<file path="src/verilog/nes_loader_pkg.sv">
// iNES cartridge loader shared definitions
// Memory map, header constants and the structs passed between stages

package nes_loader_pkg;

	////////////////////////////////////////////////////////////////////////////
	// Memory map
	////////////////////////////////////////////////////////////////////////////

	localparam int addr_width    = 22;
	localparam int prg_page_bits = 14;  // 16 KiB PRG pages
	localparam int chr_page_bits = 13;  // 8 KiB CHR pages

	// CHR ROM sits in the upper half of the cartridge space
	localparam logic [addr_width-1:0] chr_base = 22'h20_0000;

	////////////////////////////////////////////////////////////////////////////
	// Header
	////////////////////////////////////////////////////////////////////////////

	localparam int header_len = 16;

	// "NES" followed by MS-DOS end of file
	localparam logic [31:0] ines_magic = 32'h4E45_531A;

	////////////////////////////////////////////////////////////////////////////
	// Stage payloads
	////////////////////////////////////////////////////////////////////////////

	// One byte placed in cartridge memory
	typedef struct packed {
		logic [addr_width-1:0] addr;
		logic [7:0]            data;
	} mem_write_t;

	// Page counts straight from header bytes 4 and 5
	typedef struct packed {
		logic [7:0] prg_pages;
		logic [7:0] chr_pages;
	} rom_sizes_t;

	// Cartridge description handed to the NES core
	typedef struct packed {
		logic       has_saves;    // Battery backed RAM
		logic [7:0] submapper;    // NES 2.0 only
		logic       four_screen;
		logic       chr_ram;      // No CHR ROM in the image
		logic       mirroring;    // 1 = vertical
		logic [2:0] chr_size;     // Log2 of 8 KiB pages, 7 = larger
		logic [2:0] prg_size;     // Log2 of 16 KiB pages, 7 = larger
		logic [7:0] mapper;
	} mapper_flags_t;

endpackage

</file>
<file path="src/verilog/req_ack_stage.sv">
// One-entry holding stage between handshake domains
// Either side speaks four-phase req/ack or a one-cycle valid/take

module req_ack_stage #(
	parameter type payload_t       = logic [7:0],
	parameter bit  up_four_phase   = 1'b1,  // 0 selects valid/take upstream
	parameter bit  down_four_phase = 1'b0   // 0 selects valid/take downstream
) (
	input  logic     clk,
	input  logic     reset_nes,
	input  logic     up_req,     // Req, or valid
	input  payload_t up_data,
	output logic     up_ack,     // Ack, or take pulse
	output logic     down_req,   // Req, or valid
	output payload_t down_data,
	input  logic     down_ack    // Ack, or take pulse
);
	logic     full;
	logic     accept;
	logic     drain;
	payload_t held;

	always_ff @(posedge clk) begin
		if (reset_nes)
			full <= 1'b0;
		else if (accept)
			full <= 1'b1;
		else if (drain)
			full <= 1'b0;
	end

	always_ff @(posedge clk) begin
		if (accept)
			held <= up_data;
	end

	assign down_data = held;

	generate
		if (up_four_phase) begin : g_up_req_ack
			logic up_phase;  // High from ack until req seen low

			assign accept = up_req && !full && !up_phase;
			assign up_ack = up_phase;

			always_ff @(posedge clk) begin
				if (reset_nes)
					up_phase <= 1'b0;
				else if (accept)
					up_phase <= 1'b1;
				else if (up_phase && !up_req)
					up_phase <= 1'b0;
			end
		end else begin : g_up_valid_take
			assign accept = up_req && !full;
			assign up_ack = accept;
		end

		if (down_four_phase) begin : g_down_req_ack
			logic req_q;
			logic down_phase;  // Ack seen, waiting for it to drop

			assign down_req = req_q;
			assign drain    = down_phase && !down_ack;

			always_ff @(posedge clk) begin
				if (reset_nes) begin
					req_q      <= 1'b0;
					down_phase <= 1'b0;
				end else if (accept) begin
					req_q <= 1'b1;
				end else if (req_q && down_ack) begin
					req_q      <= 1'b0;
					down_phase <= 1'b1;
				end else if (drain) begin
					down_phase <= 1'b0;
				end
			end
		end else begin : g_down_valid_take
			assign down_req = full;
			assign drain    = full && down_ack;
		end
	endgenerate

endmodule

</file>
<file path="src/verilog/ines_header_parser.sv">
// iNES header parser
// Collects the 16 header bytes, checks magic and trainer, decodes the
// mapper flags, then forwards PRG/CHR bytes or swallows them on error

module ines_header_parser (
	input  logic                          clk,
	input  logic                          reset_nes,
	input  logic                          byte_valid,
	input  logic [7:0]                    byte_data,
	output logic                          byte_take,
	input  logic                          invert_mirroring,
	output logic                          rom_valid,
	output logic [7:0]                    rom_data,
	input  logic                          rom_take,
	output nes_loader_pkg::rom_sizes_t    sizes,
	output logic                          sizes_valid,
	output nes_loader_pkg::mapper_flags_t flags,
	output logic                          error
);
	import nes_loader_pkg::*;

	localparam int cnt_bits = $clog2(header_len);

	typedef enum logic [1:0] {
		st_header,
		st_rom,
		st_error
	} state_t;

	state_t              state;
	logic [cnt_bits-1:0] count;
	logic [7:0]          hdr [header_len];
	logic                header_ok;
	logic                is_nes20;
	logic                is_dirty;

	// Smallest k with pages <= 2**k, 7 when above 64 pages
	function automatic logic [2:0] size_code(input logic [7:0] pages);
		logic [2:0] code;
		code = 3'd7;
		for (int k = 6; k >= 0; k--) begin
			if (pages <= (8'd1 << k))
				code = 3'(k);
		end
		return code;
	endfunction

	////////////////////////////////////////////////////////////////////////////
	// Header capture
	////////////////////////////////////////////////////////////////////////////

	always_ff @(posedge clk) begin
		if (state == st_header && byte_valid)
			hdr[count] <= byte_data;
	end

	// Bytes 0 to 6 are already stored when the last byte arrives
	assign header_ok = ({hdr[0], hdr[1], hdr[2], hdr[3]} == ines_magic)
		&& !hdr[6][2];  // Trainers not supported

	always_ff @(posedge clk) begin
		if (reset_nes) begin
			state <= st_header;
			count <= '0;
		end else if (state == st_header && byte_valid) begin
			count <= count + 1'b1;
			if (count == cnt_bits'(header_len - 1))
				state <= header_ok ? st_rom : st_error;
		end
	end

	assign sizes_valid = (state == st_rom);
	assign error       = (state == st_error);

	////////////////////////////////////////////////////////////////////////////
	// Byte routing
	////////////////////////////////////////////////////////////////////////////

	always_comb begin
		case (state)
			st_rom:  byte_take = rom_take;    // Paced by the sequencer
			default: byte_take = byte_valid;  // Header, or discard after error
		endcase
	end

	assign rom_valid = (state == st_rom) && byte_valid;
	assign rom_data  = byte_data;

	////////////////////////////////////////////////////////////////////////////
	// Flag decoding
	////////////////////////////////////////////////////////////////////////////

	assign is_nes20 = (hdr[7][3:2] == 2'b10);

	// Old dumps often carry junk in the padding bytes
	assign is_dirty = !is_nes20 && ((hdr[9][7:1] != '0)
		|| (hdr[10] != '0) || (hdr[11] != '0) || (hdr[12] != '0)
		|| (hdr[13] != '0) || (hdr[14] != '0) || (hdr[15] != '0));

	always_comb begin
		flags.has_saves   = hdr[6][1];
		flags.submapper   = is_nes20 ? hdr[8] : 8'h00;
		flags.four_screen = hdr[6][3];
		flags.chr_ram     = (hdr[5] == 8'h00);
		flags.mirroring   = hdr[6][0] ^ invert_mirroring;
		flags.chr_size    = size_code(hdr[5]);
		flags.prg_size    = size_code(hdr[4]);
		flags.mapper      = {is_dirty ? 4'h0 : hdr[7][7:4], hdr[6][7:4]};
	end

	assign sizes.prg_pages = hdr[4];
	assign sizes.chr_pages = hdr[5];

endmodule

</file>
<file path="src/verilog/rom_address_sequencer.sv">
// ROM address sequencer
// Pairs each PRG byte with an address from 0 and each CHR byte with an
// address from the CHR base, then flags done once memory has drained

module rom_address_sequencer (
	input  logic                       clk,
	input  logic                       reset_nes,
	input  logic                       rom_valid,
	input  logic [7:0]                 rom_data,
	output logic                       rom_take,
	input  nes_loader_pkg::rom_sizes_t sizes,
	input  logic                       sizes_valid,
	output logic                       write_valid,
	output nes_loader_pkg::mem_write_t write,
	input  logic                       write_take,
	input  logic                       write_idle,
	output logic                       busy,
	output logic                       done
);
	import nes_loader_pkg::*;

	typedef enum logic [1:0] {
		ph_prg,
		ph_chr,
		ph_finish
	} phase_t;

	phase_t                phase;
	logic [addr_width-1:0] bytes_left;
	logic [addr_width-1:0] addr;
	logic                  have_bytes;

	assign have_bytes = (bytes_left != '0);

	// Hand-off register and output stage must both be free
	assign rom_take = busy && (phase != ph_finish) && have_bytes && rom_valid
		&& !write_valid && write_idle;

	always_ff @(posedge clk) begin
		if (reset_nes) begin
			phase       <= ph_prg;
			bytes_left  <= '0;
			addr        <= '0;
			write_valid <= 1'b0;
			busy        <= 1'b0;
			done        <= 1'b0;
		end else begin
			if (write_take)
				write_valid <= 1'b0;

			if (!busy) begin
				if (sizes_valid && !done) begin  // Good header just parsed
					busy       <= 1'b1;
					phase      <= ph_prg;
					bytes_left <= addr_width'(sizes.prg_pages) << prg_page_bits;
					addr       <= '0;
				end
			end else begin
				if (rom_take) begin
					write_valid <= 1'b1;
					bytes_left  <= bytes_left - 1'b1;
					addr        <= addr + 1'b1;
				end

				case (phase)
					ph_prg: if (!have_bytes) begin
						phase      <= ph_chr;
						bytes_left <= addr_width'(sizes.chr_pages) << chr_page_bits;
						addr       <= chr_base;
					end
					ph_chr: if (!have_bytes)
						phase <= ph_finish;
					default: if (!write_valid && write_idle) begin
						busy <= 1'b0;  // Last write has left memory
						done <= 1'b1;
					end
				endcase
			end
		end
	end

	always_ff @(posedge clk) begin
		if (rom_take) begin
			write.addr <= addr;
			write.data <= rom_data;
		end
	end

endmodule

</file>
<file path="src/verilog/cart_loader.sv">
// NES cartridge loader top level
// Input stage, header parser, address sequencer and memory write stage

module cart_loader (
	input  logic                          clk,
	input  logic                          reset_nes,
	input  logic                          in_req,
	input  logic [7:0]                    in_data,
	output logic                          in_ack,
	input  logic                          invert_mirroring,
	output logic                          mem_req,
	output nes_loader_pkg::mem_write_t    mem_write,
	input  logic                          mem_ack,
	output nes_loader_pkg::mapper_flags_t flags,
	output logic                          busy,
	output logic                          done,
	output logic                          error
);
	import nes_loader_pkg::*;

	logic       byte_valid;
	logic [7:0] byte_data;
	logic       byte_take;
	logic       rom_valid;
	logic [7:0] rom_data;
	logic       rom_take;
	rom_sizes_t sizes;
	logic       sizes_valid;
	logic       write_valid;
	mem_write_t write;
	logic       write_take;
	logic       write_idle;
	logic       seq_done;

	req_ack_stage #(
		.payload_t       (logic [7:0]),
		.up_four_phase   (1'b1),
		.down_four_phase (1'b0)
	) u_in_stage (
		.clk       (clk),
		.reset_nes (reset_nes),
		.up_req    (in_req),
		.up_data   (in_data),
		.up_ack    (in_ack),
		.down_req  (byte_valid),
		.down_data (byte_data),
		.down_ack  (byte_take)
	);

	ines_header_parser u_parser (
		.clk              (clk),
		.reset_nes        (reset_nes),
		.byte_valid       (byte_valid),
		.byte_data        (byte_data),
		.byte_take        (byte_take),
		.invert_mirroring (invert_mirroring),
		.rom_valid        (rom_valid),
		.rom_data         (rom_data),
		.rom_take         (rom_take),
		.sizes            (sizes),
		.sizes_valid      (sizes_valid),
		.flags            (flags),
		.error            (error)
	);

	rom_address_sequencer u_sequencer (
		.clk         (clk),
		.reset_nes   (reset_nes),
		.rom_valid   (rom_valid),
		.rom_data    (rom_data),
		.rom_take    (rom_take),
		.sizes       (sizes),
		.sizes_valid (sizes_valid),
		.write_valid (write_valid),
		.write       (write),
		.write_take  (write_take),
		.write_idle  (write_idle),
		.busy        (busy),
		.done        (seq_done)
	);

	req_ack_stage #(
		.payload_t       (mem_write_t),
		.up_four_phase   (1'b0),
		.down_four_phase (1'b1)
	) u_out_stage (
		.clk       (clk),
		.reset_nes (reset_nes),
		.up_req    (write_valid),
		.up_data   (write),
		.up_ack    (write_take),
		.down_req  (mem_req),
		.down_data (mem_write),
		.down_ack  (mem_ack)
	);

	// No write outstanding on the memory port
	assign write_idle = !mem_req && !mem_ack;

	assign done = seq_done || error;

endmodule

</file>
<file path="config.mk">
export PLATFORM = sky130hd
export DESIGN_NAME = cart_loader
export DESIGN_NICKNAME = d
export VERILOG_FILES = /design/src/verilog/nes_loader_pkg.sv /design/src/verilog/req_ack_stage.sv /design/src/verilog/ines_header_parser.sv /design/src/verilog/rom_address_sequencer.sv /design/src/verilog/cart_loader.sv
export SDC_FILE = /design/constraint.sdc
export NUM_CORES = 1
export LEC_CHECK = 0
export BUFFER_PORTS_ARGS = -buffer_cell sky130_fd_sc_hd__buf_2
export CORE_MARGIN = 2
export CORE_UTILIZATION = 59
export CTS_CLUSTER_DIAMETER = 80
export DETAILED_ROUTE_END_ITERATION = 16
export PLACE_DENSITY = 0.75
export SLEW_MARGIN = 20
export SYNTH_ARGS = -nofsm -noshare
export SYNTH_HDL_FRONTEND = slang
export SYNTH_SLANG_ARGS = --single-unit
</file>
<file path="constraint.sdc">
create_clock -name clk -period 3.4 [get_ports clk]
set_input_delay 0.68 -clock clk [delete_from_list [all_inputs] [get_ports clk]]
set_output_delay 0.68 -clock clk [all_outputs]
set_load 0.02 [all_outputs]
</file>
==> results.txt <==
The synthesized instance count came out at 693. The post-CTS setup buffer count is 0. The repair_antennas step left the layout with diodes totalling 0. The layout-stage area growth over the synthesis result is 13.2%. The total of hold buffers inserted after clock tree synthesis is 0. The number of placed I/O pins came out at 74.

The critical path goes through or3_1 > nor3_1 > mux2_2 > a2111oi_0 > a31oi_1 > buf_2. The synthesis warning total came out at 0. The final count of pins violating max slew is 0. The clock-pin slew on the worst setup and hold paths is 0.06 ns. The setup path with the least slack is of type register to output pin. For this run, the top clock speed supported by timing is 307 MHz.

The share of the cycle needed by the critical path after routing came out at 0.957. STA classifies the critical path startpoint as a register. In the final layout, the share of cells above drive strength 1 is 0.186. The total buffers and inverters traversed by the critical path came out at 1.

The maximum number of pins on one net before global-route repair is 33. The run finished with clean final reports. The stage delay of the slowest cell on the critical path came out at 0.47 ns. After synthesis, the share of flip-flops with an asynchronous set or reset is 0. The path category of the worst min-delay check is primary input to register. The number of clock sinks is 253.

Yosys attributes the largest share of cell area to sky130_fd_sc_hd__edfxtp_1, sky130_fd_sc_hd__dfxtp_1, sky130_fd_sc_hd__nor2_1, sky130_fd_sc_hd__a21oi_1, sky130_fd_sc_hd__nor4_1. The count of nets after finishing came out at 797. The leakage component of the power came out at 0.00375 µW.

The total grt overflow is 0. The count of buffers added on input and output ports is 73. The first global-routing pass estimated 30600 µm of wire. The initial standard-cell utilization of the core is 0.609. The setup TNS is 0 ns.

The synthesized area per cell came out at 14.1 µm². The max capacitance violation total came out at 0. In this run, synthesis produced a sequential element count of 253. Once the clock tree was built, the resizer swapped 0 gates to a different size. The routed wire length came out at 18900 µm.

The worst setup path is captured at an output pin. Dividing the detail-routed wire length by the instance count gives 18.7 µm. The part of the power in combinational logic came out at 0.016. The die outline height came out at 132 µm. The net switching component of the power is 1200 µW. The clock group share of total power is 0.412. Across every metal layer, demand over resource in global routing totals 0.217.

By count the netlist is led by sky130_fd_sc_hd__edfxtp_1, sky130_fd_sc_hd__dfxtp_1, sky130_fd_sc_hd__nor2_1, sky130_fd_sc_hd__a21oi_1, sky130_fd_sc_hd__o21ai_0. The dominant cell type by area after synthesis is sky130_fd_sc_hd__edfxtp_1. Headroom to the max-slew limit came out at 0.315. At the later pin of the worst-skew pair, clock insertion delay measures 0.50 ns. The power density over the cells came out at 536 mW/mm². The first routing iteration left 507 violations. The peak supply drop is 0.000472 V. Measured along the x axis, the die boundary spans 132 µm.

The slew at the pin closest to its max-slew limit is 1.02 ns. The design area came out at 0.0110 mm². Setup repair after global routing left no endpoint under its margin. The die area is 0.0175 mm². TritonCTS built the clock tree.

The count of final setup violators came out at 0. The number of DRC violations after detailed routing is 0. For the worst setup path, the data arrival time is 2.57 ns.

Internal power comes to 4710 µW. The routed via count divided by cell count came out at 6.02. The maximum count of clock buffers along a single path is 3. The switching share of power came out at 0.203.

The minimum period implied by the final worst setup slack is 3.25 ns. Among all cell types in the netlist, the one instantiated most often is sky130_fd_sc_hd__edfxtp_1. The standard cell core area is 0.0160 mm². The number of antenna violations at the first check in global routing came out at 0. The netlist uses 69 different library cells. The placement row count is 46. The count of final hold-check violations was 0.

The share of the yosys chip area belonging to registers came out at 0.719. The synthesized design contains 193 enable-type register cells. Grouping stages by cell kind, the critical path spends the most delay in simple AND/OR/NAND/NOR gates. The maximum level of the CTS H-tree came out at 1. The share of total power dissipated in sequential elements is 0.572. The placed wire-length estimate came out at 12000 µm. The total via count in the routed design is 6079. The maximum fanout along the worst path came out at 5.

The mapped netlist covers 0.00974 mm². The post-synthesis net count came out at 713. The top cell type's share of synthesized area came out at 0.595. The residual antenna-violating net count after detailed routing came out at 0.

In the synthesized netlist the dominant register cell turns out to be sky130_fd_sc_hd__edfxtp_1. The cell type of the slowest stage on the worst timing path is sky130_fd_sc_hd__or3_1. The final setup skew came out at 0.00598 ns. The number of CTS-inserted buffers came out at 24. The root buffer cell is sky130_fd_sc_hd__clkbuf_16. The number of optimization iterations in the first detailed-route pass is 5. The placed cell area came out at 0.0103 mm².

The last weighted congestion value of the routability-driven placer is 0.918. The required arrival time at the worst endpoint came out at 2.72 ns. The via count of the first global-routing pass is 6011.
-- state kept, by name, summed over array words and instances, names as in the netlist, 2 cells and up --
register,count
u_in_stage.down_data,8
u_out_stage.down_data,30
u_parser.count,4
u_parser.hdr,125
u_parser.state,2
u_sequencer.addr,22
u_sequencer.bytes_left,22
u_sequencer.phase,2
u_sequencer.write,30
-- path summary, 6_finish.rpt --
kind	endpoint	start	slack (ns)	depth (start not counted)
min	u_in_stage.down_data[6]	in_data[6]	0.35	1
max	flags[8]	u_parser.hdr[4][2]	0.15	6
min reg2reg	u_out_stage.down_data[18]	u_sequencer.write[18]	0.42	0
max reg2reg	u_sequencer.addr[10]	u_sequencer.bytes_left[0]	0.63	9
-- layer usage --
layer | routed length [µm] | global-route usage
met1 | 8010 | 0.306
met5 | 0 | 0
met3 | 1460 | 0.0333
met4 | 405 | 0.0639
met2 | 8980 | 0.355
-- final cells by class --
cell class,count,area (µm²)
Fill cell,1112,4980
Sequential cell,253,7000
Clock inverter,17,95.1
Clock buffer,26,629
Inverter,13,48.8
Timing Repair Buffer,87,470
Multi-Input combinational cell,398,2510
Tap cell,216,270
-- placed cells by master (no fill, tap or decap), types with 4 or more instances in the layout --
cell / n
sky130_fd_sc_hd__nor3_1: 21
sky130_fd_sc_hd__nor2b_1: 5
sky130_fd_sc_hd__o31ai_1: 5
sky130_fd_sc_hd__xor2_1: 6
sky130_fd_sc_hd__o21ai_0: 26
sky130_fd_sc_hd__edfxtp_1: 193
sky130_fd_sc_hd__or4_1: 4
sky130_fd_sc_hd__mux2_2: 4
sky130_fd_sc_hd__nand2b_1: 7
sky130_fd_sc_hd__o211ai_1: 4
sky130_fd_sc_hd__xnor2_1: 12
sky130_fd_sc_hd__nand2_1: 25
sky130_fd_sc_hd__and2_1: 16
sky130_fd_sc_hd__nor3b_1: 4
sky130_fd_sc_hd__dfxtp_1: 60
sky130_fd_sc_hd__nand4_1: 9
sky130_fd_sc_hd__clkinv_1: 7
sky130_fd_sc_hd__nor2_1: 59
sky130_fd_sc_hd__a211oi_1: 7
sky130_fd_sc_hd__buf_2: 73
sky130_fd_sc_hd__or3_1: 7
sky130_fd_sc_hd__buf_4: 14
sky130_fd_sc_hd__and4_1: 6
sky130_fd_sc_hd__nor4b_1: 5
sky130_fd_sc_hd__a31oi_1: 16
sky130_fd_sc_hd__mux2i_1: 8
sky130_fd_sc_hd__ha_1: 7
sky130_fd_sc_hd__and3_1: 6
sky130_fd_sc_hd__nor4_1: 23
sky130_fd_sc_hd__inv_1: 11
sky130_fd_sc_hd__nand3_1: 22
sky130_fd_sc_hd__clkbuf_16: 25
sky130_fd_sc_hd__a21oi_1: 34
-- power by group through the flow --
stage | Combinational, µW | Clock (µW) | Sequential (µW)
2_1_floorplan | 63.1 | 0 | 3420
3_3_place_gp | 91.3 | 0 | 3440
3_5_place_dp | 94.9 | 0 | 3440
4_1_cts | 95.7 | 2460 | 3380
5_1_grt | 107 | 2590 | 3380
6_report | 97.2 | 2430 | 3380
-- logic make-up after synthesis --
kind of cell / share of synthesized area
multiplexers: 0.0129
XOR/XNOR: 0.0162
flip-flops: 0.719
AO/OA/AOI/OAI: 0.0786
adder cells (fa/ha/maj): 0.00899
buffers and inverters: 0.0242
AND/OR/NAND/NOR: 0.141
-- per-stage QoR --
| step | total power [µW] | hold slack [ns] | utilization | worst slack (ns) | std cells |
|---|---|---|---|---|---|
| 4_1_cts | 5940 | 0.338 | 0.688 | 0.185 | 1010 |
| 3_5_place_dp | 3540 | 0.405 | 0.643 | 0.599 | 967 |
| 6_report | 5910 | 0.351 | 0.689 | 0.148 | 1010 |
| 3_3_place_gp | 3540 | 0.406 | 0.643 | 0.613 | 967 |
| 2_1_floorplan | 3480 | 0.400 | - | 0.708 | 693 |
| 5_1_grt | 6080 | 0.337 | 0.689 | 0.100 | 1010 |
Power figures use the tool's default switching activity.
